[config.mk]
export PLATFORM = sky130hd
export DESIGN_NAME = alu_unit
export DESIGN_NICKNAME = d
export VERILOG_FILES = /design/src/design/cpu_pkg.sv /design/src/design/alu_unit.sv
export SDC_FILE = /design/constraint.sdc
export NUM_CORES = 1
export LEC_CHECK = 0
export BUFFER_PORTS_ARGS = -buffer_cell sky130_fd_sc_hd__buf_2
export CAP_MARGIN = 0
export CELL_PAD_IN_SITES_DETAIL_PLACEMENT = 1
export CELL_PAD_IN_SITES_GLOBAL_PLACEMENT = 1
export CORE_ASPECT_RATIO = 1.25
export CORE_MARGIN = 5
export CORE_UTILIZATION = 33
export DETAILED_ROUTE_END_ITERATION = 12
export PLACE_DENSITY = 0.88
export SLEW_MARGIN = 25
export SYNTH_ARGS = -nofsm -noshare
export SYNTH_HDL_FRONTEND = slang
export SYNTH_SLANG_ARGS = --single-unit
export TNS_END_PERCENT = 100
[constraint.sdc]
create_clock -name ram_clk -period 5.2 [get_ports ram_clk]
set_input_delay 1.04 -clock ram_clk [delete_from_list [all_inputs] [get_ports ram_clk]]
set_output_delay 1.04 -clock ram_clk [all_outputs]
set_load 0.05 [all_outputs]
[src/design/cpu_pkg.sv]
package cpu_pkg;

  localparam int DATA_W     = 8;
  localparam int ADDR_W     = 16;
  localparam int RAM_DEPTH  = 4096;
  localparam int RAM_AW     = $clog2(RAM_DEPTH);
  localparam int REG_COUNT  = 64;
  localparam int REG_ADDR_W = 6;

  localparam logic [ADDR_W-1:0] INSTR_BYTES = 16'd4;
  // program area starts above the one-byte data space
  localparam logic [ADDR_W-1:0] PROG_BASE   = 16'd256;

  typedef enum logic [7:0] {
    OP_HALT       = 8'd0,
    OP_LOAD       = 8'd1,
    OP_JUMP_MINUS = 8'd2,
    OP_STORE      = 8'd3,
    OP_ADD        = 8'd4,
    OP_JUMP_PLUS  = 8'd5,
    OP_ADDNUM     = 8'd6,
    OP_SET        = 8'd9
  } opcode_e;

  typedef enum logic [1:0] {
    ALU_ADD,
    ALU_ADDNUM,
    ALU_SET
  } alu_op_e;

  typedef struct packed {
    logic              we;
    logic [ADDR_W-1:0] addr;
    logic [DATA_W-1:0] wdata;
  } mem_req_t;

  typedef struct packed {
    logic                  en;
    logic [REG_ADDR_W-1:0] idx;
    logic [DATA_W-1:0]     data;
  } reg_wr_t;

  // shared by load and store
  typedef struct packed {
    logic [DATA_W-1:0] reg_start;
    logic [DATA_W-1:0] len;
    logic [DATA_W-1:0] ram_addr;
  } xfer_cmd_t;

  typedef struct packed {
    alu_op_e           op;
    logic [DATA_W-1:0] imm;
    logic [DATA_W-1:0] src_start;
    logic [DATA_W-1:0] out_start;
    logic [DATA_W-1:0] len;
  } alu_cmd_t;

endpackage

[src/design/alu_unit.sv]
module alu_unit (
  input  logic                            ram_clk,
  input  logic                            stage3_read,
  input  logic                            req,
  input  cpu_pkg::alu_cmd_t               cmd,
  output logic                            ack,
  output logic [cpu_pkg::REG_ADDR_W-1:0]  a_idx,
  input  logic [cpu_pkg::DATA_W-1:0]      a_data,
  output logic [cpu_pkg::REG_ADDR_W-1:0]  out_idx,
  input  logic [cpu_pkg::DATA_W-1:0]      out_data,
  output cpu_pkg::reg_wr_t                reg_wr
);

  typedef enum logic [1:0] {IDLE, RUN, DONE} alu_state_e;

  alu_state_e                  state;
  logic [cpu_pkg::DATA_W-1:0]  cnt;
  logic [cpu_pkg::DATA_W-1:0]  src_off;
  logic [cpu_pkg::DATA_W-1:0]  dst_off;
  logic [cpu_pkg::DATA_W-1:0]  result;

  assign src_off = cmd.src_start + cnt;
  assign dst_off = cmd.out_start + cnt;
  assign a_idx   = src_off[cpu_pkg::REG_ADDR_W-1:0];
  assign out_idx = dst_off[cpu_pkg::REG_ADDR_W-1:0];

  // no carry between bytes
  always_comb begin
    case (cmd.op)
      cpu_pkg::ALU_ADD:    result = out_data + a_data;
      cpu_pkg::ALU_ADDNUM: result = out_data + cmd.imm;
      default:             result = cmd.imm;
    endcase
  end

  assign reg_wr = '{en: (state == RUN), idx: out_idx, data: result};
  assign ack    = (state == DONE);

  always_ff @(posedge ram_clk or posedge stage3_read) begin
    if (stage3_read) begin
      state <= IDLE;
      cnt   <= '0;
    end else begin
      case (state)
        IDLE: begin
          if (req) begin
            cnt   <= '0;
            state <= (cmd.len == '0) ? DONE : RUN;
          end
        end
        RUN: begin
          cnt   <= cnt + 8'd1;
          state <= (cnt + 8'd1 == cmd.len) ? DONE : RUN;
        end
        DONE: begin
          if (!req) begin
            state <= IDLE;
          end
        end
        default: state <= IDLE;
      endcase
    end
  end

endmodule

Yosys cells after proc, flatten, opt, wreduce, memory -nomap -nowiden
Cells that the tools add are included.
Word-level totals
  register bits: 10
  logic and storage cells: 27
  memories kept: 0
  RAM bits: 0
  latch bits: 0
  ROM bits: 0
Operators by class
  bitwise gates (word level): 0
  magnitude comparators: 0
  reductions and logical operators: 6
  div/mod/pow operators: 0
  muxes and demuxes: 8
  eq/ne operators: 6
  multiply operators: 0
  add/sub/neg operators: 5
  shift operators: 0
Operator list (count)
  8-bit one-hot mux with 2 select lines: 2
  8-bit adder: 2
  6-bit adder: 2
  8-bit by 1-bit adder with 8-bit output, second input constant: 1
  8-bit == test: 1
  8-bit logical NOT: 1
  2-bit 2-to-1 mux: 4
  8-bit 2-to-1 mux: 1
  2-bit one-hot mux with 3 select lines: 1
  2-bit by 1-bit == test with 1-bit output, second input constant: 2
  2-bit logical NOT: 2
  2-bit inequality test, second input constant: 2
  2-bit AND reduction: 2
  2-bit == test, second input constant: 1
  2-bit nonzero test: 1

Depth between registers and ports, before layout
  depth in word-level cells: 4
  depth in mapped cells: 12
  gate-level depth less buffers: 10

Worst setup path before layout
Ideal clock, no wire load.
  kind: input-to-output
  start point: input cmd[33] (netlist name)
  end point: output reg_wr[7] (netlist name)
  stages on the path: 11
  path slack: -259 ps
  arrival time: 4419 ps
  data required time: 4160 ps
  cell sequence: clkbuf_1 nand2b_1 clkbuf_1 mux2_2 ha_1 a21oi_1 o211ai_1 o41ai_1 xnor2_1 mux2i_1 a221oi_1
RTL lines
  start, declared: line alu_unit.sv:5  | input cpu_pkg::alu_cmd_t cmd,
  end, declared: line alu_unit.sv:11  | output cpu_pkg::reg_wr_t reg_wr

==> flow_summary_export.csv <==
group,metric,value,unit
timing,fin_crit_sh,91.98,%
clocking,htreeDepth,1,
logic_synthesis,synth_nets,278,
timing,rsz0062_at_grt,"false",
cells_and_area,area_delta_synth_final,24.55,%
placed_design,place_area,2033,sq um
logic_synthesis,ys_warn_count,0,
outcome,status,"finished clean",
cells_and_area,drive_gt1_share,35.06,%
critical_path,cp_max_fo,7,
timing,post-route-min-period,4.783,ns
global_routing,antenna_found_initial,0,
critical_path,path_buf_inv,2,
min_path,hold_depth,2,
global_routing,grt_pass1_wl,7.900,mm
detailed_routing,viasPerCell,5.138,
critical_path,crit_family,"compound AO/OA/AOI/OAI gates",
min_path,hp-class,"reg2reg",
critical_path,cp-end-kind,"output pin",
cells_and_area,fin_cells,333,
logic_synthesis,ys_seq_area_share,14.93,%
critical_path,critPathKind,"in2out",
logic_synthesis,ys_async_sr_fraction,100.0,%
timing,hold_viol_final,0,
cells_and_area,fillCellCount,642,
global_routing,grt.total_usage,14.98,%
timing,worst_pin_slew,0.6022,ns
cells_and_area,nNetsFinal,346,
power,p_leak,1.069,nW
floorplanning,rows,29,
min_path,hp-start,"cnt[7]",
logic_synthesis,yosysUniqueCellTypes,44,
placed_design,port_buffers,76,
placed_design,placed_cells,329,
logic_synthesis,synth_seq_cells,10,
logic_synthesis,synth_cells,204,
timing,final.setup.worst_slack,0.4168,ns
detailed_routing,wire_per_inst,14.49,um
clocking,clockBufferDepth,2,
logic_synthesis,ys.flop_type,"dfrtp_1",
power,ir_worst_vdd,341.2,uV
logic_synthesis,netlist_top_cells_area,"dfrtp_1 (15%), ha_1 (13%), xnor2_1 (7.8%)",
cells_and_area,n_antenna_cell,0,
timing,fin_skew,0.0009373,ns
placed_design,dp_hpwl,4.115,mm
timing,drv_slew,0,
cells_and_area,finalInstanceArea,2088,sq um
detailed_routing,drtIter0Drc,58,
clocking,cts_resized,0,
critical_path,cpPeakStageDelay,0.41,ns
detailed_routing,first_pass_iters,4,
critical_path,r2r_start,"cnt[0]",
timing,timing.slew.headroom,59.77,%
run,maxCapViolations,0,
power,powerDensity,669.7,nW/um^2
critical_path,r2r_cells,6,
logic_synthesis,synth_top_area_share,14.93,%
detailed_routing,antenna_left,0,
critical_path,path_cells,"buf_2, nand2b_1, mux2_2, ha_1, a21oi_1, o211ai_1, o41ai_1, xnor2_1, mux2i_1, a221oi_2, buf_2",
placed_design,routabilityCongestion,0.8355,
floorplanning,io_pins,81,
global_routing,grt_max_degree,16,
detailed_routing,post-route-drc-count,0,
clocking,postCtsHoldBufs,0,
clocking,post_cts_buffers,0,
timing,setup_tns,0,ns
floorplanning,chipHeight,89.69,um
min_path,worstHoldEndpoint,"cnt[7]",
critical_path,worst_path_max_delay_cell,"mux2_2",
logic_synthesis,syn_area,1677,sq um
critical_path,cp-start-kind,"primary input",
timing,clock.fmax,209.1,MHz
global_routing,grt_pass1_vias,1871,
clocking,clk_latency,0.24,ns
logic_synthesis,synth_area_leader_cell,"dfrtp_1",
clocking,clock_sinks,10,
detailed_routing,drt_wl_total,4.826,mm
floorplanning,dieArea,6615,sq um
floorplanning,die_w,73.76,um
placed_design,dp_slack,0.3914,ns
cells_and_area,final_util,41.70,%
clocking,cts_tree,"built",
floorplanning,initial_core_util,33.48,%
global_routing,grt_overflow_total,0,
floorplanning,core,5007,sq um
critical_path,r2r_slack,2.73,ns
logic_synthesis,synth.avg_cell_area,8.219,sq um
critical_path,cp_data_required_time,4.16,ns
clocking,numCtsBuffers,3,
detailed_routing,num_vias,1711,
critical_path,critPathArrivalTime,3.74,ns
critical_path,cpMostUsedCell,"buf_2",
logic_synthesis,synth-edff-count,0,
critical_path,rr_endpoint,"state[0]",
timing,setup_violations,0,
clocking,clkSlewWorstSetupHoldPaths,0.05,ns
clocking,cts_root_buffer,"clkbuf_8",
[cell families (layout without fill, tap and decap cells)]
logic type / count (synthesis) / count (layout) / synth area share [%]
flops: 10 / 10 / 14.93
buf+inv: 31 / 98 / 10.67
mux: 13 / 13 / 8.433
compound gates: 50 / 50 / 18.51
simple gates: 54 / 54 / 17.39
fa+ha+maj: 21 / 21 / 17.02
xor+xnor: 25 / 25 / 13.06
[report_power, final]
group          leakage [nW]  switching (mW)  internal (mW)  total (mW)
combinational         0.914           0.790          0.312        1.10
sequential            0.126          0.0877          0.110       0.198
clock                0.0288          0.0320         0.0667      0.0987
total                  1.07           0.910          0.489        1.40
[cells in the final DEF, fill, tap and decap left out, drive strengths merged, types with 5 or more instances in the layout]
cell type	n
nor2	8
a21oi	16
xor2	10
a21o	5
nor3	5
xnor2	15
inv	17
dfrtp	10
mux2	9
nand2	19
o21ai	14
ha	18
buf	77
[how the worst max path moves through the flow]
stage            start         to  slack (ns)  depth (start not counted)
2_1_floorplan  cmd[33]  reg_wr[4]        0.09                         10
3_3_place_gp   cmd[33]  reg_wr[7]        0.41                         11
3_5_place_dp   cmd[33]  reg_wr[7]        0.39                         11
4_1_cts        cmd[33]  reg_wr[7]        0.38                         11
5_1_grt        cmd[33]  reg_wr[7]        0.20                         11
6_report       cmd[33]  reg_wr[7]        0.42                         11
[cells in the mapped netlist (2+ instances only)]
master / number
a21o_1: 5
a21oi_1: 16
buf_4: 6
buf_6: 4
clkbuf_1: 3
dfrtp_1: 10
fa_1: 3
ha_1: 18
inv_1: 17
mux2_2: 9
mux2i_1: 4
nand2_1: 19
nand2b_1: 3
nand3_1: 3
nor2_1: 8
nor2b_1: 4
nor3_1: 5
nor4_1: 2
o21ai_0: 14
o21bai_1: 4
xnor2_1: 15
xor2_1: 10
[registers in the layout, summed over array words and instances (netlist names)]
signal / flops
cnt: 8
state: 2
[tightest hold or removal path, delay by kind of cell, from the launching register on]
kind / cells / cell delay, ns
DFF: 1 / 0.44
AOI/OAI and AO/OA: 1 / 0.08
and+or+nand+nor: 1 / 0.07
[metrics by stage]
stage,total power [mW],hold slack (ns)
finish,1.399,0.6400
global route,1.497,0.6852
CTS,1.416,0.6359
detailed placement,1.312,0.6248
global placement,1.276,0.5761
floorplan,1.143,0.5476
[layout make-up]
class	count	area (sq um)	share of cell area, %
inverter	17	63.81	3.056
multi-input combinational	163	1254	60.04
tap	62	77.57	3.715
sequential	10	250.2	11.98
clock buffer	4	55.05	2.636
timing repair buffer	77	387.9	18.57
[layer usage]
metal  wire, um  GRT usage, %  share of wire (%)
met1       1833         15.80                 38
met2       2542         29.68                 53
met3        330         1.782                6.8
met4        120         5.601                2.5
met5          0             0                  0
Note: power is estimated with default switching activity, not from simulation.
