$ cat src/design/cpu_pkg.sv
package cpu_pkg;

  localparam int DATA_W     = 8;
  localparam int ADDR_W     = 16;
  localparam int RAM_DEPTH  = 4096;
  localparam int RAM_AW     = $clog2(RAM_DEPTH);
  localparam int REG_COUNT  = 64;
  localparam int REG_ADDR_W = 6;

  localparam logic [ADDR_W-1:0] INSTR_BYTES = 16'd4;
  // program area starts above the one-byte data space
  localparam logic [ADDR_W-1:0] PROG_BASE   = 16'd256;

  typedef enum logic [7:0] {
    OP_HALT       = 8'd0,
    OP_LOAD       = 8'd1,
    OP_JUMP_MINUS = 8'd2,
    OP_STORE      = 8'd3,
    OP_ADD        = 8'd4,
    OP_JUMP_PLUS  = 8'd5,
    OP_ADDNUM     = 8'd6,
    OP_SET        = 8'd9
  } opcode_e;

  typedef enum logic [1:0] {
    ALU_ADD,
    ALU_ADDNUM,
    ALU_SET
  } alu_op_e;

  typedef struct packed {
    logic              we;
    logic [ADDR_W-1:0] addr;
    logic [DATA_W-1:0] wdata;
  } mem_req_t;

  typedef struct packed {
    logic                  en;
    logic [REG_ADDR_W-1:0] idx;
    logic [DATA_W-1:0]     data;
  } reg_wr_t;

  // shared by load and store
  typedef struct packed {
    logic [DATA_W-1:0] reg_start;
    logic [DATA_W-1:0] len;
    logic [DATA_W-1:0] ram_addr;
  } xfer_cmd_t;

  typedef struct packed {
    alu_op_e           op;
    logic [DATA_W-1:0] imm;
    logic [DATA_W-1:0] src_start;
    logic [DATA_W-1:0] out_start;
    logic [DATA_W-1:0] len;
  } alu_cmd_t;

endpackage

$ cat src/design/instr_sequencer.sv
module instr_sequencer (
  input  logic                        ram_clk,
  input  logic                        stage3_read,
  input  logic                        run_req,
  output logic                        run_ack,
  output logic                        fetch_req,
  output cpu_pkg::mem_req_t           fetch_cmd,
  input  logic                        fetch_ack,
  input  logic [cpu_pkg::DATA_W-1:0]  rdata,
  output logic                        load_req,
  output cpu_pkg::xfer_cmd_t          load_cmd,
  input  logic                        load_ack,
  output logic                        alu_req,
  output cpu_pkg::alu_cmd_t           alu_cmd,
  input  logic                        alu_ack,
  output logic                        store_req,
  output cpu_pkg::xfer_cmd_t          store_cmd,
  input  logic                        store_ack
);

  typedef enum logic [2:0] {
    S_IDLE, S_FETCH, S_GAP, S_DECODE, S_EXEC, S_EXEC_WAIT, S_HALT
  } seq_state_e;

  seq_state_e                  state;
  logic [cpu_pkg::ADDR_W-1:0]  pc;
  logic [1:0]                  bcnt;
  logic [cpu_pkg::DATA_W-1:0]  instr [4];
  cpu_pkg::opcode_e            op;
  logic                        is_alu;
  logic                        unit_ack;
  logic [cpu_pkg::ADDR_W-1:0]  jump_off;
  cpu_pkg::xfer_cmd_t          xfer;
  cpu_pkg::alu_op_e            alu_op;

  assign op       = cpu_pkg::opcode_e'(instr[0]);
  assign is_alu   = (op == cpu_pkg::OP_ADD) || (op == cpu_pkg::OP_ADDNUM) ||
                    (op == cpu_pkg::OP_SET);
  assign unit_ack = load_ack | alu_ack | store_ack;
  // jumps move in whole instructions
  assign jump_off = {{(cpu_pkg::ADDR_W-cpu_pkg::DATA_W){1'b0}}, instr[1]} *
                    cpu_pkg::INSTR_BYTES;

  assign fetch_req = (state == S_FETCH);
  assign fetch_cmd = '{we: 1'b0, addr: pc + {{(cpu_pkg::ADDR_W-2){1'b0}}, bcnt}, wdata: '0};

  assign xfer      = '{reg_start: instr[1], len: instr[2], ram_addr: instr[3]};
  assign load_cmd  = xfer;
  assign store_cmd = xfer;

  always_comb begin
    case (op)
      cpu_pkg::OP_ADD:    alu_op = cpu_pkg::ALU_ADD;
      cpu_pkg::OP_ADDNUM: alu_op = cpu_pkg::ALU_ADDNUM;
      default:            alu_op = cpu_pkg::ALU_SET;
    endcase
  end

  // b1 doubles as source start for add and as the immediate otherwise
  assign alu_cmd = '{op: alu_op, imm: instr[1], src_start: instr[1],
                     out_start: instr[2], len: instr[3]};

  assign load_req  = (state == S_EXEC) && (op == cpu_pkg::OP_LOAD);
  assign store_req = (state == S_EXEC) && (op == cpu_pkg::OP_STORE);
  assign alu_req   = (state == S_EXEC) && is_alu;
  assign run_ack   = (state == S_HALT);

  always_ff @(posedge ram_clk) begin
    if (state == S_FETCH && fetch_ack) begin
      instr[bcnt] <= rdata;
    end
  end

  always_ff @(posedge ram_clk or posedge stage3_read) begin
    if (stage3_read) begin
      state <= S_IDLE;
      pc    <= cpu_pkg::PROG_BASE;
      bcnt  <= '0;
    end else begin
      case (state)
        S_IDLE: begin
          if (run_req) begin
            bcnt  <= '0;
            state <= S_FETCH;
          end
        end
        S_FETCH: begin
          if (fetch_ack) begin
            state <= S_GAP;
          end
        end
        S_GAP: begin
          bcnt  <= bcnt + 2'd1;
          state <= (bcnt == 2'd3) ? S_DECODE : S_FETCH;
        end
        S_DECODE: begin
          case (op)
            cpu_pkg::OP_HALT: state <= S_HALT;
            cpu_pkg::OP_LOAD, cpu_pkg::OP_STORE, cpu_pkg::OP_ADD,
            cpu_pkg::OP_ADDNUM, cpu_pkg::OP_SET: state <= S_EXEC;
            cpu_pkg::OP_JUMP_PLUS: begin
              pc    <= pc + jump_off;
              state <= S_FETCH;
            end
            cpu_pkg::OP_JUMP_MINUS: begin
              pc    <= pc - jump_off;
              state <= S_FETCH;
            end
            default: begin
              pc    <= pc + cpu_pkg::INSTR_BYTES;
              state <= S_FETCH;
            end
          endcase
        end
        S_EXEC: begin
          if (unit_ack) begin
            pc    <= pc + cpu_pkg::INSTR_BYTES;
            state <= S_EXEC_WAIT;
          end
        end
        S_EXEC_WAIT: begin
          if (!unit_ack) begin
            state <= S_FETCH;
          end
        end
        S_HALT: begin
          if (!run_req) begin
            pc    <= cpu_pkg::PROG_BASE;
            state <= S_IDLE;
          end
        end
        default: state <= S_IDLE;
      endcase
    end
  end

endmodule

$ cat config.mk
export PLATFORM = sky130hd
export DESIGN_NAME = instr_sequencer
export DESIGN_NICKNAME = d
export VERILOG_FILES = /design/src/design/cpu_pkg.sv /design/src/design/instr_sequencer.sv
export SDC_FILE = /design/constraint.sdc
export NUM_CORES = 1
export LEC_CHECK = 0
export BUFFER_PORTS_ARGS = -buffer_cell sky130_fd_sc_hd__buf_2
export CORE_MARGIN = 5
export CORE_UTILIZATION = 45
export CTS_BUF_LIST = sky130_fd_sc_hd__clkbuf_16
export CTS_CLUSTER_SIZE = 14
export DETAILED_ROUTE_END_ITERATION = 7
export PLACE_DENSITY_LB_ADDON = 0.08
export SLEW_MARGIN = 10
export SYNTH_ARGS = -nofsm -noshare
export SYNTH_HDL_FRONTEND = slang
export SYNTH_SLANG_ARGS = --single-unit
$ cat constraint.sdc
create_clock -name ram_clk -period 4.15 [get_ports ram_clk]
set_clock_uncertainty 0.2 [all_clocks]
set_input_delay 0.2075 -clock ram_clk [delete_from_list [all_inputs] [get_ports ram_clk]]
set_output_delay 0.2075 -clock ram_clk [all_outputs]
set_load 0.1 [all_outputs]
Word level (Yosys, flattened, before mapping). Memories as Yosys holds them, arrays and structs flattened. Index checks and enable logic that the tools add are counted.

Input bits: 15. Bits in registers: 21. Bits in writable memories: 32. Memories kept: 1.

Memories: instr (words 4, width 8, read ports 4, clocked after Yosys merged registers in 0, write ports 1, RTL line instr_sequencer.sv:28) `logic [cpu_pkg::DATA_W-1:0] instr [4];`.

Add/sub/neg operators: 5. Multiplexer cells: 17. Bitwise operators: 2. Equality and inequality tests: 20. Reductions and logical operators: 15.

Operators with widths (number): case mux 16 bit (3 select lines) (2); two-way mux 16 bit (2); == test 8 x 3 -> 1 bit, second input constant (3); case mux 3 bit (7 select lines) (1); adder 16 x 10 -> 16 bit (1); adder 16 x 2 -> 16 bit (1); adder 16 x 3 -> 16 bit, second input constant (1); == test 8 x 2 -> 1 bit, second input constant (2); subtractor 16 x 10 -> 16 bit (1); two-way mux 3 bit (5); inequality test 2 bit, second input constant (5); == test 3 bit, second input constant (3); == test 8 x 1 -> 1 bit, second input constant (1); == test 8 x 4 -> 1 bit, second input constant (1); logical NOT 8 bit (1); case mux 2 bit (2 select lines) (2); == test 3 x 2 -> 1 bit, second input constant (2); case mux 3 bit (2 select lines) (1); OR reduction 6 bit (1); AND reduction 5 bit (1); OR reduction 5 bit (1); logical AND 1 bit (4); two-way mux 2 bit (2); AND reduction 4 bit (1); other kinds (11) (14).

Longest topological paths before layout. An unclocked memory read counts as a cell.

Word-level depth: 5. Gate-level depth with buffers: 14. Mapped depth without buffers: 13.

Worst setup path after synthesis. OpenSTA, ideal clock, no wires.

Path type: register -> output. Start: mem instr[0][5] (netlist name). End: out alu_req. Stages on the path, launching flop included: 3. Setup slack: -0.128 ns. Required time: 3.743 ns. Arrival time: 3.871 ns. Cells stage by stage: edfxtp_1 or4_4 nor4_1.

RTL lines: start, declared (RTL line instr_sequencer.sv:28); end, declared (RTL line instr_sequencer.sv:13) `output logic alu_req,`.

==> reports/qor.yml <==
crit_type: "reg -> reg"
grt-ovfl-total: 0
yosysTopAreaCellShare_pct: 25.9
grt_pass1_vias: 2723
arrival_ns: 3.56
outcome: "finished clean"
wl_met3_um: 398
die_w_um: 101
detail_route.iter0.violations: 106
seq_power_share_pct: 29.9
switching_share_pct: 52.3
fin_nets: 479
num_rows: 33
routedWlPerCell_um: 15.4
grt_start_max_net_pins: 20
syn2layout_area_growth_pct: 12.0
dp.cells: 533
ys.flop_type: "edfxtp_1"
finalHoldViolations: 0
clk_latency_ns: 0.28
maxSlewHeadroom_pct: 48.9
gp_congestion: 0.800
antenna_found_initial: 0
timing.hold.ws_ns: 0.0631
antenna_cells: 0
p_switching_w: 0.00139
synthDistinctLibCells: 67
cts_buffer_depth: 2
hp-class: "in -> reg"
p_clk_share_pct: 17.5
required_ns: 4.12
netlist_area_um2: 3710
leakage_nw: 1.84
final-setup-viol-count: 0
clock.fmax_mhz: 279
min_period_ns: 3.58
dpl.hpwl_um: 6550
die_area_um2: 10200
yosys.cell_count.top_type: "buf_4"
max-vdd-ir-drop_v: 0.000438
whs_path_depth: 3
ys_ff_latch: 51
synth_top_area_cell: "edfxtp_1"
max-cap-violations: 0
die_y_um: 101
synthArstFlopShare_pct: 37.3
post_cts_resized: 0
end_kind: "register"
grt.total_usage_pct: 16.1
numCtsBuffers: 5
start_util_pct: 45.6
wl_met2_um: 4360
cp_max_fo: 11
rsz0062_at_grt: "no"
fin_tns_setup_ns: 0
power.internal_w: 0.00127
worstMarginPinSlew_ns: 0.766
combinationalPowerShare_pct: 52.6
first_pass_iters: 4
ios: 127
route.antenna.remaining_nets: 0
top_layer: "met4"
wl_met1_um: 3660
coreArea_um2: 8130
synth_edf_count: 32
cts_setup_buffers: 0
cts_root_buf: "clkbuf_16"
period_share_pct: 86.4
clock-sinks: 51
finalWirelength_um: 8490
cts.reportedPaths.clkPinSlew_ns: 0.07
final_cells: 550
synth_top_cells_by_area: "edfxtp_1 (26%), buf_4 (13%), dfrtp_1 (12%)"
viasPerCell: 5.24
seq_area_frac_synth_pct: 38.7
grt_first_pass_wirelength_um: 13300
drive_gt1_share_pct: 33.0
vias: 2884
avgSynthCellArea_um2: 9.56
finalMaxSlewViolations: 0
portBuffers: 117
synth_cells: 388
drc: 0
synth_common_cells: "buf_4 (65), edfxtp_1 (32), nor2_1 (22)"
tritoncts: "built"
reg2reg_depth: 13
cp-start-kind: "register"
powerDensity_nw_per_um2: 639
cts-htree-levels: 2
yosysWarnings: 0
-- placed cells by master, fill, tap and decap left out, types with 3 or more instances in the layout --
cell,count
dlygate4sd3_1,9
inv_1,17
o21ai_1,9
a22o_1,3
xnor2_1,8
and2_1,6
edfxtp_1,32
o32a_1,3
conb_1,9
and3_1,3
xor2_1,9
o21ai_0,21
o31ai_1,3
clkbuf_16,5
o21ai_2,4
nor2_1,22
a21oi_1,19
nand2b_1,4
nor3_1,3
ha_1,19
o22ai_1,3
nand3_1,11
o32ai_1,3
a21o_1,6
nor2b_1,5
dfrtp_1,18
nand4_1,3
nand2_1,21
a31oi_1,5
buf_2,117
-- critical path, stage by stage, from the launching register on --
cell      delay [ns]
edfxtp_1        0.40
or4_4           0.59
nor3_4          0.20
nand2_2         0.17
o31ai_1         0.12
xor2_1          0.19
ha_1            0.31
a21o_1          0.20
a21o_1          0.17
a21o_1          0.16
a31oi_1         0.27
xor2_1          0.19
o22ai_1         0.10
a22o_1          0.19
-- layer usage --
layer	up-vias	global-route usage [%]
met4	0	2.90
met5	-	0
met3	6	2.28
met2	70	28.9
met1	1386	20.8
li1	1422	-
-- path summary, 6_finish.rpt --
kind | start | end | slack (ns)
max in group asynchronous | stage3_read | pc[12] | 2.87
min reg2reg | pc[8] | pc[8] | 0.37
max | instr[0][5] | pc[11] | 0.57
max reg2reg | instr[0][5] | pc[11] | 0.57
min | fetch_ack | state[2] | 0.06
min in group asynchronous | stage3_read | state[0] | 0.40
-- state kept, by name (all words and copies together) (netlist names) --
name,count
bcnt,2
pc,14
instr,32
state,3
-- cell families (layout without fill, tap and decap cells) --
group                      Yosys count  after routing  share of synthesized area [%]
buffers and inverters              104            153                           17.4
AOI/OAI and AO/OA                   98             98                           18.1
and+or+nand+nor                     96             96                           14.3
adders and majority gates           20             20                           6.95
other                                1              9                          0.101
DFF                                 51             51                           38.7
xor gates and xnor gates            18             18                           4.45
-- through the flow --
step                area [um2]  utilization (%)  setup WS (ns)  total power, W
floorplan                 3750                -          0.513         0.00201
global placement          3900             47.9          0.667         0.00219
detailed placement        3900             47.9          0.597         0.00219
CTS                       4160             51.1          0.570         0.00267
global route              4160             51.1          0.356         0.00281
finish                    4160             51.1          0.566         0.00265
-- what timing repair did --
item                                   4_1_cts  5_1_grt
hold buffers                                 9        0
endpoints found under the hold margin       50        0
setup endpoints to repair                    0        0
-- final cells by class --
| type | count | area [um2] |
|---|---|---|
| inverters | 17 | 63.8 |
| fillers | 796 | 3980 |
| flip-flops and latches | 51 | 1440 |
| repair buffers | 128 | 691 |
| well taps | 105 | 131 |
| multi-input cells | 241 | 1670 |
| clock inverters | 3 | 41.3 |
| clock buffers | 5 | 125 |
-- power by group through the flow --
stage / Combinational, W / Clock, W / Sequential [W]
global route: 0.00150 / 0.000494 / 0.000818
floorplan: 0.00116 / 0 / 0.000852
global placement: 0.00138 / 0 / 0.000802
CTS: 0.00140 / 0.000473 / 0.000794
finish: 0.00140 / 0.000465 / 0.000793
detailed placement: 0.00139 / 0 / 0.000804
(Power assumes the default switching activity.)
