`config.mk`:
```
export PLATFORM = sky130hd
export DESIGN_NAME = load_unit
export DESIGN_NICKNAME = d
export VERILOG_FILES = /design/src/design/cpu_pkg.sv /design/src/design/load_unit.sv
export SDC_FILE = /design/constraint.sdc
export NUM_CORES = 1
export LEC_CHECK = 0
export ABC_CLOCK_PERIOD_IN_PS = 6300
export BUFFER_PORTS_ARGS = -buffer_cell sky130_fd_sc_hd__buf_2
export CAP_MARGIN = 10
export CORE_MARGIN = 2
export CORE_UTILIZATION = 30
export DETAILED_ROUTE_END_ITERATION = 8
export REMOVE_ABC_BUFFERS = 1
export SYNTH_ARGS = -nofsm -noshare
export SYNTH_HDL_FRONTEND = slang
export SYNTH_SLANG_ARGS = --single-unit
```
`constraint.sdc`:
```
create_clock -name ram_clk -period 6.3 [get_ports ram_clk]
set_input_delay 1.26 -clock ram_clk [delete_from_list [all_inputs] [get_ports ram_clk]]
set_output_delay 1.26 -clock ram_clk [all_outputs]
set_load 0.1 [all_outputs]
```
`src/design/cpu_pkg.sv`:
```
package cpu_pkg;

  localparam int DATA_W     = 8;
  localparam int ADDR_W     = 16;
  localparam int RAM_DEPTH  = 4096;
  localparam int RAM_AW     = $clog2(RAM_DEPTH);
  localparam int REG_COUNT  = 64;
  localparam int REG_ADDR_W = 6;

  localparam logic [ADDR_W-1:0] INSTR_BYTES = 16'd4;
  // program area starts above the one-byte data space
  localparam logic [ADDR_W-1:0] PROG_BASE   = 16'd256;

  typedef enum logic [7:0] {
    OP_HALT       = 8'd0,
    OP_LOAD       = 8'd1,
    OP_JUMP_MINUS = 8'd2,
    OP_STORE      = 8'd3,
    OP_ADD        = 8'd4,
    OP_JUMP_PLUS  = 8'd5,
    OP_ADDNUM     = 8'd6,
    OP_SET        = 8'd9
  } opcode_e;

  typedef enum logic [1:0] {
    ALU_ADD,
    ALU_ADDNUM,
    ALU_SET
  } alu_op_e;

  typedef struct packed {
    logic              we;
    logic [ADDR_W-1:0] addr;
    logic [DATA_W-1:0] wdata;
  } mem_req_t;

  typedef struct packed {
    logic                  en;
    logic [REG_ADDR_W-1:0] idx;
    logic [DATA_W-1:0]     data;
  } reg_wr_t;

  // shared by load and store
  typedef struct packed {
    logic [DATA_W-1:0] reg_start;
    logic [DATA_W-1:0] len;
    logic [DATA_W-1:0] ram_addr;
  } xfer_cmd_t;

  typedef struct packed {
    alu_op_e           op;
    logic [DATA_W-1:0] imm;
    logic [DATA_W-1:0] src_start;
    logic [DATA_W-1:0] out_start;
    logic [DATA_W-1:0] len;
  } alu_cmd_t;

endpackage

```
`src/design/load_unit.sv`:
```
module load_unit (
  input  logic                        ram_clk,
  input  logic                        stage3_read,
  input  logic                        req,
  input  cpu_pkg::xfer_cmd_t          cmd,
  output logic                        ack,
  output logic                        mem_req,
  output cpu_pkg::mem_req_t           mem_cmd,
  input  logic                        mem_ack,
  input  logic [cpu_pkg::DATA_W-1:0]  rdata,
  output cpu_pkg::reg_wr_t            reg_wr
);

  typedef enum logic [1:0] {IDLE, READ, WRITE, DONE} load_state_e;

  load_state_e                 state;
  logic [cpu_pkg::DATA_W-1:0]  cnt;
  logic [cpu_pkg::DATA_W-1:0]  ram_off;
  logic [cpu_pkg::DATA_W-1:0]  reg_off;

  // data area wraps at 256
  assign ram_off = cmd.ram_addr + cnt;
  assign reg_off = cmd.reg_start + cnt;

  assign mem_req = (state == READ);
  assign mem_cmd = '{we: 1'b0,
                     addr: {{(cpu_pkg::ADDR_W-cpu_pkg::DATA_W){1'b0}}, ram_off},
                     wdata: '0};
  assign reg_wr  = '{en: (state == WRITE), idx: reg_off[cpu_pkg::REG_ADDR_W-1:0], data: rdata};
  assign ack     = (state == DONE);

  always_ff @(posedge ram_clk or posedge stage3_read) begin
    if (stage3_read) begin
      state <= IDLE;
      cnt   <= '0;
    end else begin
      case (state)
        IDLE: begin
          if (req) begin
            cnt   <= '0;
            state <= (cmd.len == '0) ? DONE : READ;
          end
        end
        READ: begin
          if (mem_ack) begin
            state <= WRITE;
          end
        end
        WRITE: begin
          cnt   <= cnt + 8'd1;
          state <= (cnt + 8'd1 == cmd.len) ? DONE : READ;
        end
        DONE: begin
          if (!req) begin
            state <= IDLE;
          end
        end
        default: state <= IDLE;
      endcase
    end
  end

endmodule

```
# ---- After elaboration in Yosys (flattened, before gate mapping)
# Cells that the tools add are included.
dict set report op_classes {
  add_sub_neg 3
  n_mul 0
  div 0
  magnitude_cmp 0
  n_eq_ne 7
  shifts 0
  muxes 8
  n_bitwise 0
  reduce_logical 5
}
# operator n
set ops {}
lappend ops {{8-bit case mux with 2 select lines} 1}
lappend ops {{2-bit two-way mux} 5}
lappend ops {{8-bit by 1-bit adder with 8-bit output (second input constant)} 1}
lappend ops {{8-bit adder} 1}
lappend ops {{8-bit equality test} 1}
lappend ops {{8-bit logical NOT} 1}
lappend ops {{8-bit two-way mux} 1}
lappend ops {{2-bit case mux with 4 select lines} 1}
lappend ops {{6-bit adder} 1}
lappend ops {{2-bit equality test (second input constant)} 2}
lappend ops {{2-bit inequality test (second input constant)} 2}
lappend ops {{3-bit AND reduction} 1}
lappend ops {{2-bit by 1-bit equality test with 1-bit output (second input constant)} 1}
lappend ops {{2-bit logical NOT} 1}
lappend ops {{2-bit by 1-bit inequality test with 1-bit output (second input constant)} 1}
lappend ops {{2-bit AND reduction} 1}
lappend ops {{2-bit nonzero test} 1}
dict set report totals {
  regBits 10
  latchBits 0
  mem_bits_rw 0
  mem_bits_ro 0
  inputBits 36
  output_inout_bits 42
  mem_count 0
}

# ---- Longest topological paths before layout
# Gate-level depths: netlist of the first run.
dict set report logic_depth {
  depth_word 4
  depth_mapped 8
}

# ---- Worst setup path after synthesis of the first run
# No wires, ideal clock.
dict set report synth_path {
  path_kind {input -> output}
  start {in cmd[16] (netlist bit)}
  end {out reg_wr[12] (netlist bit)}
  arrival_ps 3628
  t_required_ps 5040
  slack_ps 1412
  stages 7
  path_cell_list {ha_1 > inv_1 > fa_1 > inv_1 > a21o_1 > a21oi_1 > xnor2_1}
}
# item line_no
set synth_lines {}
lappend synth_lines {{start: declaration} load_unit.sv:5} ;# input cpu_pkg::xfer_cmd_t cmd,
lappend synth_lines {{end: declaration} load_unit.sv:11} ;# output cpu_pkg::reg_wr_t reg_wr

==> summary.txt, run 1 <==
STA
  – RSZ-0062 raised after global routing: false
  – Slew of the pin with the lowest slew margin: 0.6461 ns
  – Final slew viol count: 0
  – Relative slew slack: 56.84%
  – Max frequency: 224.7 MHz
  – Tcrit/Tclk final: 70.64%
  – Fin worst setup slack: 1.850 ns
  – Fin Setup TNS: 0 ns
  – Crit path time final: 4.450 ns
  – Final Hold Vio Count: 0
  – Final Setup Violations: 0
  – Clk_skew: 0.003444 ns

Logic synthesis
  – Top-count cell post-synth: buf_4
  – Asr flop ratio synth: 100.0%
  – Leading cell types by count after synthesis: buf_4, xnor2_1, inv_1, ha_1, nor2_1
  – Post-synth EDFFs: 0
  – Most used DFF post-synth: dfrtp_1
  – Mapped cell area: 1421 um^2
  – Yosys reg bits: 10
  – YS warnings: 0
  – Avg Synthesized Cell Area: 8.312 um^2
  – Cell taking the most area after synthesis: dfrtp_1
  – Sequential fraction of the synthesis area: 17.61%
  – Synth unique cells: 40
  – Gate Count Post-Synth: 171
  – Ranking of synthesized cells by area: dfrtp_1, buf_4, ha_1, xnor2_1, inv_1
  – Synth top area share: 17.61%

Layout
  – Final nets: 254
  – Finished layout cell area: 1570 um^2
  – Layout cells sized above 1: 25.37%
  – Antenna diodes: 0
  – Syn-to-layout area delta: 10.48%

Worst setup path
  – Worst Reg-to-Reg Cells: 6
  – Reg2reg setup slack: 4.30 ns
  – Worst r2r src: cnt[0]
  – Worst Path Max Fanout: 3
  – Worst Path Required: 5.04 ns
  – Critical Path End Type: primary output
  – Crit path DAT: 3.19 ns
  – CP Launch Type: input pin
  – Setup CP Type: input pin to primary output
  – CP Launch Point: cmd[0]

Clock network
  – Clock buffer depth: 2
  – Setup Buffers After CTS: 0
  – Hold Buf Count CTS: 0
  – TritonCTS clock tree: done
  – Clock sink total: 10
  – Cts bufs inserted: 3
  – Worst skew pair latency: 0.23 ns
  – Post-cts resize count: 0
  – Clock Tree Root: clkbuf_8
  – H-tree depth: 1
  – CTS clk-pin slew, worst paths: 0.05 ns

GRT
  – First-pass GRT wire length: 5057 um
  – GRT overflow: 0
  – GR Util All Layers: 12.20%
  – Antenna violations before repair: 0
  – Largest net degree at the start of global routing: 15
  – Vias in the first global route: 1118

Detailed routing
  – Post-route ant nets: 0
  – # DRC: 0
  – Drt pass-1 iters: 4
  – Initial DRC count: 15
  – Final WL: 3057 um
  – Via-to-Cell Ratio: 4.608
  – Vias post-DR: 1175
  – Routed WL per cell: 11.99 um

Placed design
  – GP Congestion: 0.7594
  – Post-DP HPWL: 2493 um
  – Placement Setup Slack: 1.867 ns
  – DP Area: 1529 um^2
  – I/O Buffers: 42

Floorplanning
  – Die Ht: 72.83 um
  – Initial Utilization: 30.70%
  – Die width: 72.83 um
  – DIE AREA: 5304 um^2
  – Rows: 25
  – Core footprint: 4629 um^2
  – Ports: 78

Worst hold path
  – Hold Crit Depth: 2
  – Hold Crit Class: flop to flop
  – Min-delay src: cnt[7]

Run
  – Max Cap Viol: 0

Outcome
  – Status: finished, final reports clean
[stage by stage]
stage	cells	utilization [%]	hold slack (ns)
floorplan	156	-	0.5448
global placement	252	33.03	0.5713
detailed placement	252	33.03	0.5797
CTS	255	33.92	0.5907
global route	255	33.92	0.6914
finish	255	33.92	0.5862
[cell type report]
class                   instances  area [um^2]
fillers                       494         3059
inverters                      14        52.55
repair buffers                 42        210.2
well taps                      54        67.56
clock buffers                   3        41.29
multi-input cells             132        948.4
flip-flops and latches         10        250.2
[worst max-delay path, stage by stage]
cell      delay (ns)
buf_2           0.10
ha_1            0.20
inv_1           0.07
fa_1            0.20
nor2b_1         0.06
o21ai_0         0.18
a21boi_0        0.17
or4_1           0.42
nand3_1         0.10
buf_2           0.42
[metal layers]
metal | share of wire [%] | global-route usage (%)
met1 | 48 | 16.65
met2 | 42 | 18.89
met3 | 9.2 | 2.762
met4 | 0.79 | 4.321
met5 | 0 | 0
[cell families after synthesis]
kind of cell | after synthesis | share of synthesized area (%)
buffers and inverters | 45 | 19.89
and+or+nand+nor | 42 | 16.29
AOI/OAI and AO/OA | 31 | 14.44
xor gates and xnor gates | 22 | 13.56
adders and majority gates | 15 | 14.26
DFF | 10 | 17.61
muxes | 5 | 3.697
other | 1 | 0.2638
[sequential cells by signal (all words and copies together), names as in the netlist]
name,cells
cnt,8
state,2
[path summary, 6_finish.rpt]
| path | endpoint |
|---|---|
| worst min register to register | cnt[7] |
| worst max register to register | state[1] |
| worst min-delay path | cnt[7] |
| worst max-delay path | mem_cmd[14] |
| max in group asynchronous | cnt[3] |
| min in group asynchronous | state[1] |
[cells in the final DEF (no fill, tap or decap), drive strengths merged]
| cell type | count |
|---|---|
| mux2 | 2 |
| nand4 | 2 |
| o31a | 1 |
| mux2i | 3 |
| xnor2 | 16 |
| nand2b | 1 |
| and2 | 1 |
| xor2 | 6 |
| o21a | 1 |
| nor4 | 2 |
| a31oi | 1 |
| fa | 2 |
| a21boi | 1 |
| buf | 42 |
| o211ai | 1 |
| dfrtp | 10 |
| nand3 | 6 |
| o21ai | 5 |
| o21bai | 3 |
| nor2b | 3 |
| a22o | 3 |
| a21o | 3 |
| ha | 13 |
| a21oi | 9 |
| o41ai | 1 |
| nor2 | 14 |
| a32oi | 1 |
| nor3 | 3 |
| inv | 14 |
| and3 | 1 |
| o221ai | 1 |
| or4 | 2 |
| nand2 | 7 |
| conb | 17 |
| clkbuf | 3 |
Power of run 1 is not shown: default switching activity piles up to over one toggle a cycle in this logic, so the estimate is an artifact.
==> run 2, diff against run 1 <==
- ABC_CLOCK_PERIOD_IN_PS: 6300 -> 3800
- clock period: 6.3 -> 3.8 ns (I/O delays scaled with it)
==> run 2 against run 1 <==
  * Register-to-register slack lost 2.4 ns
  * Global-route usage is essentially flat
  * First-iteration DRC count shrank 33%
  * Sequential share of layout area shrank 0.076 points
  * Cell area grew 0.48%
  * Die area is the same
  * Non-clock buffer count grew 1
  * Critical path type unchanged
==> summary.txt, run 2 (same netlist as run 1, synthesis figures left out) <==
Floorplanning
  – Ports: 78 (unchanged)
  – Core footprint: 4629 um^2 (unchanged)
  – Initial Utilization: 30.70% (unchanged)
  – DIE AREA: 5304 um^2 (unchanged)
  – Rows: 25 (unchanged)
  – Die width: 72.83 um (unchanged)
  – Die Ht: 72.83 um (unchanged)

GRT
  – GR Util met1: 16.78% (was 16.65%)
  – First-pass GRT wire length: 5085 um (was 5057 um)
  – Most Used Layer, Global Route: met2 (unchanged)
  – Largest net degree at the start of global routing: 15 (unchanged)
  – Vias in the first global route: 1115 (was 1118)
  – Met3 GRT Util: 3.177% (was 2.762%)
  – Met2 track demand over resource: 18.28% (was 18.89%)
  – Antenna violations before repair: 0 (unchanged)
  – GR Util All Layers: 12.16% (was 12.20%)
  – GRT overflow: 0 (unchanged)

Worst setup path
  – Reg2reg setup slack: 1.86 ns (was 4.30 ns)
  – Worst R2R End: state[1] (unchanged)
  – Worst Reg-to-Reg Cells: 6 (unchanged)
  – CP Launch Point: cmd[0] (unchanged)
  – Worst r2r src: cnt[1] (was cnt[0])
  – CP Launch Type: input pin (unchanged)
  – Critical Path End Type: primary output (unchanged)
  – Crit path DAT: 2.69 ns (was 3.19 ns)
  – Setup CP Type: input pin to primary output (unchanged)
  – Worst Path Max Fanout: 3 (unchanged)
  – Worst Path Required: 3.04 ns (was 5.04 ns)

Layout
  – Antenna diodes: 0 (unchanged)
  – Most flop-heavy register: cnt (unchanged)
  – Top Registers: cnt: 8 flops, state: 2 flops (unchanged)
  – Final nets: 255 (was 254)
  – Commonest cells after routing, fill and taps aside: buf_2, conb_1, xnor2_1, inv_1 (unchanged)
  – Final Util: 34.08% (was 33.92%)
  – Syn-to-layout area delta: 11.00% (was 10.48%)
  – Most common cell after layout, fill and taps aside: buf_2 (unchanged)
  – Max FFs per register: 8 (unchanged)
  – Layout cells sized above 1: 25.74% (was 25.37%)

STA
  – Max frequency: 289.9 MHz
  – Final slew viol count: 0 (unchanged)
  – Tcrit/Tclk final: 90.77%
  – Final Hold Vio Count: 0 (unchanged)
  – Clk_skew: 0.003076 ns (was 0.003444 ns)
  – RSZ-0062 raised after global routing: false (unchanged)
  – Relative slew slack: 56.26% (was 56.84%)
  – Slew of the pin with the lowest slew margin: 0.6547 ns (was 0.6461 ns)
  – Final Setup Violations: 0 (unchanged)
  – Crit path time final: 3.449 ns

Clock network
  – TritonCTS clock tree: done (unchanged)
  – Worst skew pair latency: 0.23 ns (about the same)
  – Post-cts resize count: 0 (unchanged)
  – H-tree depth: 1 (unchanged)
  – Clock buffer depth: 2 (unchanged)
  – Clock Tree Root: clkbuf_8 (unchanged)
  – Clock sink total: 10 (unchanged)
  – Setup Buffers After CTS: 0 (unchanged)
  – Hold Buf Count CTS: 0 (unchanged)
  – Cts bufs inserted: 3 (unchanged)
  – CTS clk-pin slew, worst paths: 0.05 ns (about the same)

Detailed routing
  – Vias post-DR: 1159 (was 1175)
  – Post-route ant nets: 0 (unchanged)
  – # DRC: 0 (unchanged)
  – Drt pass-1 iters: 4 (unchanged)
  – Routed WL per cell: 11.63 um (was 11.99 um)
  – Final WL: 2977 um (was 3057 um)
  – Via-to-Cell Ratio: 4.527 (was 4.608)
  – Initial DRC count: 10 (was 15)

Placed design
  – GP Congestion: 0.7719 (was 0.7594)
  – Post-DP HPWL: 2475 um (was 2493 um)
  – I/O Buffers: 42 (unchanged)

Worst hold path
  – Hold Crit Class: input pin to async pin (was flop to flop)

Run
  – Max Cap Viol: 0 (unchanged)

Outcome
  – Status: finished, final reports clean (unchanged)
run 2: cell types whose count changed in the layout (fill, tap and decap cells not counted), sizes merged:
cell  change
buf       +1
run 2: layout make-up:
cell class | count | area, um^2
fillers | 498 | 3052
multi-input cells | 132 | 948.4
flip-flops and latches | 10 | 250.2
repair buffers | 43 | 217.7
well taps | 54 | 67.56
inverters | 14 | 52.55
clock buffers | 3 | 41.29
run 2: worst max path at each step:
stage	to	slack, ns	cells after the start
5_1_grt	mem_cmd[14]	0.20	10
6_report	mem_cmd[14]	0.35	10
4_1_cts	mem_cmd[14]	0.37	10
3_3_place_gp	mem_cmd[14]	0.39	10
2_1_floorplan	reg_wr[12]	-0.09	7
3_5_place_dp	mem_cmd[14]	0.38	10
run 2: per-layer routing:
layer,part of all wire (%),up-vias
met1,47,493
met5,0,-
met2,43,62
met4,0.71,0
met3,9.0,2
li1,-,602
run 2: worst max-delay path, stage by stage:
cell	delay (ns)
buf_2	0.10
ha_1	0.20
inv_1	0.07
fa_1	0.20
nor2b_1	0.06
o21ai_0	0.18
a21boi_0	0.18
or4_1	0.43
nand3_1	0.09
buf_2	0.42
run 2: per-stage QoR:
| step | TNS (ns) | cells | hold WS [ns] | instance area (um^2) | setup WS, ns |
|---|---|---|---|---|---|
| global placement | 0 | 253 | 0.5721 | 1536 | 0.3886 |
| CTS | 0 | 256 | 0.5292 | 1578 | 0.3743 |
| global route | 0 | 256 | 0.5444 | 1578 | 0.2005 |
| floorplan | -0.08763 | 156 | 0.5448 | 1251 | -0.08763 |
| finish | 0 | 256 | 0.5026 | 1578 | 0.3508 |
| detailed placement | 0 | 253 | 0.5880 | 1536 | 0.3810 |
Power of run 2 is left out for the same reason.
