[config.mk]
export PLATFORM = sky130hd
export DESIGN_NAME = store_unit
export DESIGN_NICKNAME = d
export VERILOG_FILES = /design/src/design/cpu_pkg.sv /design/src/design/store_unit.sv
export SDC_FILE = /design/constraint.sdc
export NUM_CORES = 1
export LEC_CHECK = 0
export BUFFER_PORTS_ARGS = -buffer_cell sky130_fd_sc_hd__buf_2
export CAP_MARGIN = 15
export CORE_MARGIN = 4
export CORE_UTILIZATION = 50
export DETAILED_ROUTE_END_ITERATION = 12
export GPL_TIMING_DRIVEN = 0
export PLACE_DENSITY = 0.83
export SLEW_MARGIN = 20
export SYNTH_ARGS = -nofsm -noshare
export SYNTH_HDL_FRONTEND = slang
export SYNTH_SLANG_ARGS = --single-unit
[constraint.sdc]
create_clock -name ram_clk -period 6.3 [get_ports ram_clk]
set_input_delay 1.26 -clock ram_clk [delete_from_list [all_inputs] [get_ports ram_clk]]
set_output_delay 1.26 -clock ram_clk [all_outputs]
set_load 0.1 [all_outputs]
[src/design/cpu_pkg.sv]
package cpu_pkg;

  localparam int DATA_W     = 8;
  localparam int ADDR_W     = 16;
  localparam int RAM_DEPTH  = 4096;
  localparam int RAM_AW     = $clog2(RAM_DEPTH);
  localparam int REG_COUNT  = 64;
  localparam int REG_ADDR_W = 6;

  localparam logic [ADDR_W-1:0] INSTR_BYTES = 16'd4;
  // program area starts above the one-byte data space
  localparam logic [ADDR_W-1:0] PROG_BASE   = 16'd256;

  typedef enum logic [7:0] {
    OP_HALT       = 8'd0,
    OP_LOAD       = 8'd1,
    OP_JUMP_MINUS = 8'd2,
    OP_STORE      = 8'd3,
    OP_ADD        = 8'd4,
    OP_JUMP_PLUS  = 8'd5,
    OP_ADDNUM     = 8'd6,
    OP_SET        = 8'd9
  } opcode_e;

  typedef enum logic [1:0] {
    ALU_ADD,
    ALU_ADDNUM,
    ALU_SET
  } alu_op_e;

  typedef struct packed {
    logic              we;
    logic [ADDR_W-1:0] addr;
    logic [DATA_W-1:0] wdata;
  } mem_req_t;

  typedef struct packed {
    logic                  en;
    logic [REG_ADDR_W-1:0] idx;
    logic [DATA_W-1:0]     data;
  } reg_wr_t;

  // shared by load and store
  typedef struct packed {
    logic [DATA_W-1:0] reg_start;
    logic [DATA_W-1:0] len;
    logic [DATA_W-1:0] ram_addr;
  } xfer_cmd_t;

  typedef struct packed {
    alu_op_e           op;
    logic [DATA_W-1:0] imm;
    logic [DATA_W-1:0] src_start;
    logic [DATA_W-1:0] out_start;
    logic [DATA_W-1:0] len;
  } alu_cmd_t;

endpackage

[src/design/store_unit.sv]
module store_unit (
  input  logic                            ram_clk,
  input  logic                            stage3_read,
  input  logic                            req,
  input  cpu_pkg::xfer_cmd_t              cmd,
  output logic                            ack,
  output logic [cpu_pkg::REG_ADDR_W-1:0]  s_idx,
  input  logic [cpu_pkg::DATA_W-1:0]      s_data,
  output logic                            mem_req,
  output cpu_pkg::mem_req_t               mem_cmd,
  input  logic                            mem_ack
);

  typedef enum logic [1:0] {IDLE, WRITE, NEXT, DONE} store_state_e;

  store_state_e                state;
  logic [cpu_pkg::DATA_W-1:0]  cnt;
  logic [cpu_pkg::DATA_W-1:0]  ram_off;
  logic [cpu_pkg::DATA_W-1:0]  reg_off;

  assign ram_off = cmd.ram_addr + cnt;
  assign reg_off = cmd.reg_start + cnt;
  assign s_idx   = reg_off[cpu_pkg::REG_ADDR_W-1:0];

  assign mem_req = (state == WRITE);
  assign mem_cmd = '{we: 1'b1,
                     addr: {{(cpu_pkg::ADDR_W-cpu_pkg::DATA_W){1'b0}}, ram_off},
                     wdata: s_data};
  assign ack     = (state == DONE);

  always_ff @(posedge ram_clk or posedge stage3_read) begin
    if (stage3_read) begin
      state <= IDLE;
      cnt   <= '0;
    end else begin
      case (state)
        IDLE: begin
          if (req) begin
            cnt   <= '0;
            state <= (cmd.len == '0) ? DONE : WRITE;
          end
        end
        WRITE: begin
          if (mem_ack) begin
            state <= NEXT;
          end
        end
        // req is low here so the arbiter can release ack
        NEXT: begin
          cnt   <= cnt + 8'd1;
          state <= (cnt + 8'd1 == cmd.len) ? DONE : WRITE;
        end
        DONE: begin
          if (!req) begin
            state <= IDLE;
          end
        end
        default: state <= IDLE;
      endcase
    end
  end

endmodule

## Yosys cells after proc, flatten, opt, wreduce, memory -nomap -nowiden

Index checks and enable logic that the tools add are counted.

- Bits of input ports: 36
- Register bits after elaboration: 10
- Output and inout bits: 33
- Word-level logic and storage cells: 25

- Equality and inequality tests: 7
- Reductions and logical operators: 5
- Multiplexer cells: 8
- Add/sub/neg operators: 3

Operators by type and width:

| operator | number |
|---|---|
| one-hot mux 8 bit (2 select lines) | 1 |
| 2-to-1 mux 2 bit | 5 |
| adder 8 x 1 -> 8 bit, second input constant | 1 |
| adder 8 bit | 1 |
| == test 8 bit | 1 |
| zero test 8 bit | 1 |
| 2-to-1 mux 8 bit | 1 |
| one-hot mux 2 bit (4 select lines) | 1 |
| adder 6 bit | 1 |
| == test 2 bit, second input constant | 2 |
| inequality test 2 bit, second input constant | 2 |
| AND reduction 3 bit | 1 |
| == test 2 x 1 -> 1 bit, second input constant | 1 |
| zero test 2 bit | 1 |
| inequality test 2 x 1 -> 1 bit, second input constant | 1 |
| AND reduction 2 bit | 1 |
| nonzero test 2 bit | 1 |

## Logic depth before layout (Yosys ltp)

Gate-level depths: netlist of run 1.

- Depth after elaboration: 4
- Gate-level depth with buffers: 8
- Gate-level depth less buffers: 8

## Least setup slack after synthesis of run 1

Ideal clock, no wire load.

- Path kind: input-to-output
- Start point: input cmd[16] (netlist bit)
- End point: output s_idx[4] (netlist bit)
- Data arrival time: 3.628 ns
- Stages on the path: 7
- Path slack: 1.412 ns
- Path buffers: 0
- Path through: ha_1 > inv_1 > fa_1 > inv_1 > a21o_1 > a21oi_1 > xnor2_1

- Word-level cells in the longest chain between the ends: 1

Ends and longest elaborated chain:

| item | RTL line | source |
|---|---|---|
| from (decl) | store_unit.sv:5 | `input cpu_pkg::xfer_cmd_t cmd,` |
| adder 6 bit | store_unit.sv:22 | `assign reg_off = cmd.reg_start + cnt;` |
| to (decl) | store_unit.sv:7 | `output logic [cpu_pkg::REG_ADDR_W-1:0] s_idx,` |

No other way between the ends.

==> results.sh, run 1 <==
export IMPL_synth_area_leader_cell="dfrtp_1"
export IMPL_pin_count=69
export IMPL_r2r_cells=6
export IMPL_slew_headroom_pct=59.7
export IMPL_ys_ff_latch=10
export IMPL_ant_nets=0
export IMPL_cts_setup_buffers=0
export IMPL_synth_top_family_by_area="buffers and inverters"
export IMPL_place_gp_congestion=0.916
export IMPL_die_area_sq_mm=0.00366
export IMPL_synthAdderAreaFrac_pct=14.7
export IMPL_die_h_um=60.5
export IMPL_wl_um=2950
export IMPL_fill_cells=227
export IMPL_clock_sinks=10
export IMPL_rr_startpoint="cnt[0]"
export IMPL_clock_path_buffers=2
export IMPL_drt_iter0_drc=21
export IMPL_rsz0062_at_grt="no"
export IMPL_synth_enable_flop_cells=0
export IMPL_grt_pass1_wl_um=5100
export IMPL_crit_buf_inv=2
export IMPL_cts_hold_buffers=0
export IMPL_synthArstFlopShare_pct=100
export IMPL_vias=1247
export IMPL_grt_pass1_vias=1237
export IMPL_remaining_drc_errors=0
export IMPL_cp_depth=8
export IMPL_end_kind="primary output"
export IMPL_yosysWarnings=0
export IMPL_highest_layer="met4"
export IMPL_yosysSeqAreaShare_pct=18.1
export IMPL_dr_wl_met3_um=362
export IMPL_slowest_delay_ps=440
export IMPL_drv_slew=0
export IMPL_critical_path_class="in2out"
export IMPL_cts_buffers=3
export IMPL_cp_top_family="compound AO/OA/AOI/OAI gates"
export IMPL_wire_per_inst_um=11.7
export IMPL_synthSimpleGateAreaFrac_pct=16.5
export IMPL_cpMostUsedCell="buf_2"
export IMPL_coreArea_sq_mm=0.00254
export IMPL_nets=276
export IMPL_path_clk_slew_ps=60
export IMPL_n_antenna_cell=0
export IMPL_cts_root_buf="clkbuf_4"
export IMPL_utilization_pct=67.2
export IMPL_required_ps=5040
export IMPL_avgSynthCellArea_sq_um=8.41
export IMPL_status="complete, no violations"
export IMPL_hold_viol_final=0
export IMPL_setup_tns_ps=0
export IMPL_m1WireLength_um=1240
export IMPL_grt_overflow=0
export IMPL_synthDistinctLibCells=42
export IMPL_start_util_pct=54.2
export IMPL_yosys_area_top_type_share_pct=18.1
export IMPL_holdPathEnd="cnt[7]"
export IMPL_max_freq_mhz=228
export IMPL_path_cells="buf_2, ha_1, a21oi_1, nor2b_1, o31a_1, o41ai_1, xnor2_1, buf_2"
export IMPL_track_usage_pct=18.2
export IMPL_period_needed_ps=4380
export IMPL_hold_depth=2
export IMPL_grt_max_degree=11
export IMPL_dieWidth_um=60.5
export IMPL_grt_antenna_before_repair=0
export IMPL_numPortBuffers=49
export IMPL_place_hpwl_um=2530
export IMPL_viasPerCell=4.93
export IMPL_synth_compound_area_share_pct=15.3
export IMPL_syn2layout_area_growth_pct=24.0
export IMPL_drt_first_pass_iters=4
export IMPL_synthTopCellsByArea="dfrtp_1 (18%), ha_1 (12%), xnor2_1 (10%)"
export IMPL_setup_worst_path_start_class="input pin"
export IMPL_route_met2_wl_um=1300
export IMPL_post_route_period_util_pct=69.5
export IMPL_r2r_setup_slack_ps=4370
export IMPL_maxCapViolCount=0
export IMPL_synthXorXnorAreaFrac_pct=14.0
export IMPL_crit_slowest_cell="buf_2"
export IMPL_arrival_ps=3120
export IMPL_synthCells=164
export IMPL_h_tree_depth=1
export IMPL_max_slew_worst_pin_slew_ps=603
export IMPL_synth_cell_area_sq_mm=0.00138
export IMPL_final_setup_viol_count=0
export IMPL_fin_skew_ps=2.76
export IMPL_layout_drive_gt1_share_pct=36.8
export IMPL_cts_tree="yes"
export IMPL_worstReg2RegEnd="state[1]"
export IMPL_cts_repair_resized=0
export IMPL_min_from="cnt[7]"
export IMPL_cp_max_fo=2
export IMPL_clk_latency_ps=270
export IMPL_synth_ff_type="dfrtp_1"
export IMPL_synthMuxAreaShare_pct=3.81
export IMPL_rows=18
export IMPL_min_path_type="reg2reg"
[cell type report]
| cell class | count | area, sq um | area share [%] |
|---|---|---|---|
| clock buffers | 3 | 22.5 | 1.32 |
| flip-flops and latches | 10 | 250 | 14.6 |
| inverters | 14 | 52.6 | 3.07 |
| plain buffers | 23 | 181 | 10.6 |
| well taps | 30 | 37.5 | 2.19 |
| repair buffers | 49 | 245 | 14.3 |
| multi-input cells | 124 | 921 | 53.8 |
[per-layer routing]
layer,GRT usage [%],up-vias
li1,-,651
met1,22.0,538
met2,31.5,54
met3,3.40,4
met4,8.05,0
met5,0,-
[flip-flops by register name (all words and copies together) (netlist names)]
signal / cells
cnt: 8
state: 2
[worst min-delay path, delay by kind of cell (launching register included)]
family	cells	cell delay (ps)
AO/OA/AOI/OAI	1	60
flip-flops	1	430
AND/OR/NAND/NOR	1	70
[kinds of logic after synthesis]
family                   Yosys count
AO/OA/AOI/OAI                     31
XOR/XNOR                          22
adder cells (fa/ha/maj)           15
buffers and inverters             37
flip-flops                        10
multiplexers                       5
other                              2
AND/OR/NAND/NOR                   42
[layout by cell type (no fill, tap or decap), types with 2 or more instances in the layout]
cell type  count
clkbuf_4       3
fa_1           2
nor2_1        13
a21oi_1        9
nand4_1        2
nor3_1         3
nand2_1        7
a21o_1         3
dfrtp_1       10
nand3_2        2
inv_1         13
buf_6          4
a22o_1         3
nor2b_1        3
o21ai_1        5
buf_4         17
nor4_1         2
xnor2_1       16
conb_1         9
o21bai_1       3
xor2_1         6
mux2i_1        3
ha_1          13
nand3_1        4
buf_2         50
[cell usage after synthesis, drive strengths merged, types with 5 or more instances]
master	number
a21oi	9
buf	22
dfrtp	10
ha	13
inv	14
nand2	7
nand3	6
nor2	14
o21ai	5
xnor2	16
xor2	6
[through the flow]
step,hold slack (ps),setup WS [ps],instance area [sq um],instances
after CTS,606,1910,1710,253
after global placement,586,1950,1690,250
after floorplan,552,1410,1410,171
final,603,1920,1710,253
after global routing,642,1780,1710,253
after detailed placement,596,1910,1690,250
[worst max-delay path by stage]
stage | startpoint | endpoint
6_report | cmd[1] | mem_cmd[15]
5_1_grt | cmd[1] | mem_cmd[15]
4_1_cts | cmd[1] | mem_cmd[15]
3_5_place_dp | cmd[1] | mem_cmd[15]
3_3_place_gp | cmd[1] | mem_cmd[15]
2_1_floorplan | cmd[16] | s_idx[4]
Power of run 1 is left out: the tool's default activity adds up to more than one toggle a clock period on the data nets, which glitch-free logic cannot reach.
==> run 2, diff against run 1 <==
--- a/config.mk
+++ b/config.mk
@@ -8,10 +8,10 @@
 export BUFFER_PORTS_ARGS = -buffer_cell sky130_fd_sc_hd__buf_2
 export CAP_MARGIN = 15
 export CORE_MARGIN = 4
-export CORE_UTILIZATION = 50
+export CORE_UTILIZATION = 46
 export DETAILED_ROUTE_END_ITERATION = 12
 export GPL_TIMING_DRIVEN = 0
-export PLACE_DENSITY = 0.83
+export PLACE_DENSITY = 0.77
 export SLEW_MARGIN = 20
 export SYNTH_ARGS = -nofsm -noshare
 export SYNTH_HDL_FRONTEND = slang
==> constraint.sdc (replaced) <==
create_clock -name ram_clk -period 4.2 [get_ports ram_clk]
set_input_delay 0.84 -clock ram_clk [delete_from_list [all_inputs] [get_ports ram_clk]]
set_output_delay 0.84 -clock ram_clk [all_outputs]
set_load 0.1 [all_outputs]
==> results.sh, run 2 (same netlist as run 1, synthesis figures left out) <==
export IMPL_fin_skew_ps=3.19
export IMPL_met3_usage_pct=3.96
export IMPL_cp_top_family="buffers and inverters"
export IMPL_grt_max_degree=11
export IMPL_hold_viol_final=0
export IMPL_wire_per_inst_um=11.8
export IMPL_grt_pass1_wl_um=5050
export IMPL_numPortBuffers=49
export IMPL_required_ps=3360
export IMPL_end_kind="primary output"
export IMPL_place_gp_congestion=0.883
export IMPL_maxCapViolCount=0
export IMPL_cts_buffers=3
export IMPL_path_clk_slew_ps=70
export IMPL_largest_register="cnt"
export IMPL_n_antenna_cell=0
export IMPL_cts_hold_buffers=0
export IMPL_max_slew_worst_pin_slew_ps=642
export IMPL_cts_root_buf="clkbuf_4"
export IMPL_die_area_sq_mm=0.00394
export IMPL_critical_path_class="in2out"
export IMPL_cts_repair_resized=0
export IMPL_seq_area_sq_um=250
export IMPL_drt_first_pass_iters=4
export IMPL_pin_count=69
export IMPL_gr_max_usage_layer="met2"
export IMPL_viasPerCell=4.96
export IMPL_min_path_type="in2async"
export IMPL_cts_tree="yes"
export IMPL_track_usage_pct=15.5
export IMPL_rsz0062_at_grt="no"
export IMPL_clock_path_buffers=2
export IMPL_cts_setup_buffers=0
export IMPL_wl_um=3000
export IMPL_slew_headroom_pct=57.1
export IMPL_grt_overflow=0
export IMPL_finalNonFillerCells=254
export IMPL_drv_slew=0
export IMPL_h_tree_depth=1
export IMPL_arrival_ps=2660
export IMPL_nets=276
export IMPL_layout_drive_gt1_share_pct=36.8
export IMPL_setup_tns_ps=0
export IMPL_post_route_period_util_pct=83.4
export IMPL_cp_max_fo=3
export IMPL_path_cells="buf_2, ha_1, inv_1, fa_1, nor2b_1, o21ai_1, a21boi_1, or4_1, nand3_1, buf_2"
export IMPL_met2_usage_pct=25.3
export IMPL_r2r_cells=6
export IMPL_final_setup_viol_count=0
export IMPL_status="complete, no violations"
export IMPL_clk_latency_ps=270
export IMPL_coreArea_sq_mm=0.00281
export IMPL_rows=19
export IMPL_place_ws_ps=667
export IMPL_vias=1261
export IMPL_grt_pass1_vias=1187
export IMPL_clock_sinks=10
export IMPL_most_common_layout_cells="buf_2 (50), buf_4 (17), xnor2_1 (16)"
export IMPL_grt_antenna_before_repair=0
export IMPL_cpMostUsedCell="buf_2"
export IMPL_dieWidth_um=62.8
export IMPL_largest_register_ffs=8
export IMPL_layout_setup_ws_ps=697
export IMPL_cp_depth=10
export IMPL_fill_cells=269
export IMPL_layout_commonest_cell="buf_2"
export IMPL_syn2layout_area_growth_pct=24.1
export IMPL_setup_worst_path_start_class="input pin"
export IMPL_remaining_drc_errors=0
export IMPL_crit_buf_inv=3
export IMPL_slowest_delay_ps=420
export IMPL_place_hpwl_um=2590
export IMPL_multiInputGateArea_sq_um=921
export IMPL_dp_cells=251
export IMPL_start_util_pct=49.2
export IMPL_largest_registers="cnt x8, state x2"
export IMPL_max_freq_mhz=285
export IMPL_die_h_um=62.8
export IMPL_period_needed_ps=3500
export IMPL_ant_nets=0
export IMPL_crit_slowest_cell="buf_2"
export IMPL_met1_usage_pct=19.7
export IMPL_drt_iter0_drc=37
## run 2: cell counts in the layout (fill, tap and decap cells not counted)
No cell type changed its count.
## run 2: layout make-up
type	count	area share, %
Sequential cell	10	14.6
Multi-Input combinational cell	124	53.8
Clock buffer	3	1.32
Inverter	14	3.07
Buffer	23	10.6
Timing Repair Buffer	49	14.3
Tap cell	31	2.27
## run 2: worst paths after layout
kind / from / endpoint / slack [ps]
setup / recovery: cmd[0] / mem_cmd[14] / 700
min in group ram_clk: cnt[7] / cnt[7] / 600
hold reg to reg: cnt[7] / cnt[7] / 600
setup reg to reg: cnt[0] / state[1] / 2200
max in group asynchronous: stage3_read / cnt[3] / 3380
hold / removal: stage3_read / state[1] / 540
## run 2: metrics by stage
stage,hold slack [ps],instance area [sq um],utilization [%]
after global placement,587,1690,60.2
after floorplan,552,1410,-
after CTS,557,1710,61.0
after global routing,578,1710,61.0
final,542,1710,61.0
after detailed placement,592,1690,60.2
## run 2: metal layers
metal | routed length [um] | share of wire (%) | vias to the layer above
met1 | 1340 | 44 | 544
li1 | - | - | 650
met5 | 0 | 0 | -
met2 | 1330 | 44 | 65
met3 | 305 | 10 | 2
met4 | 29 | 0.97 | 0
Power of run 2 is left out for the same reason.
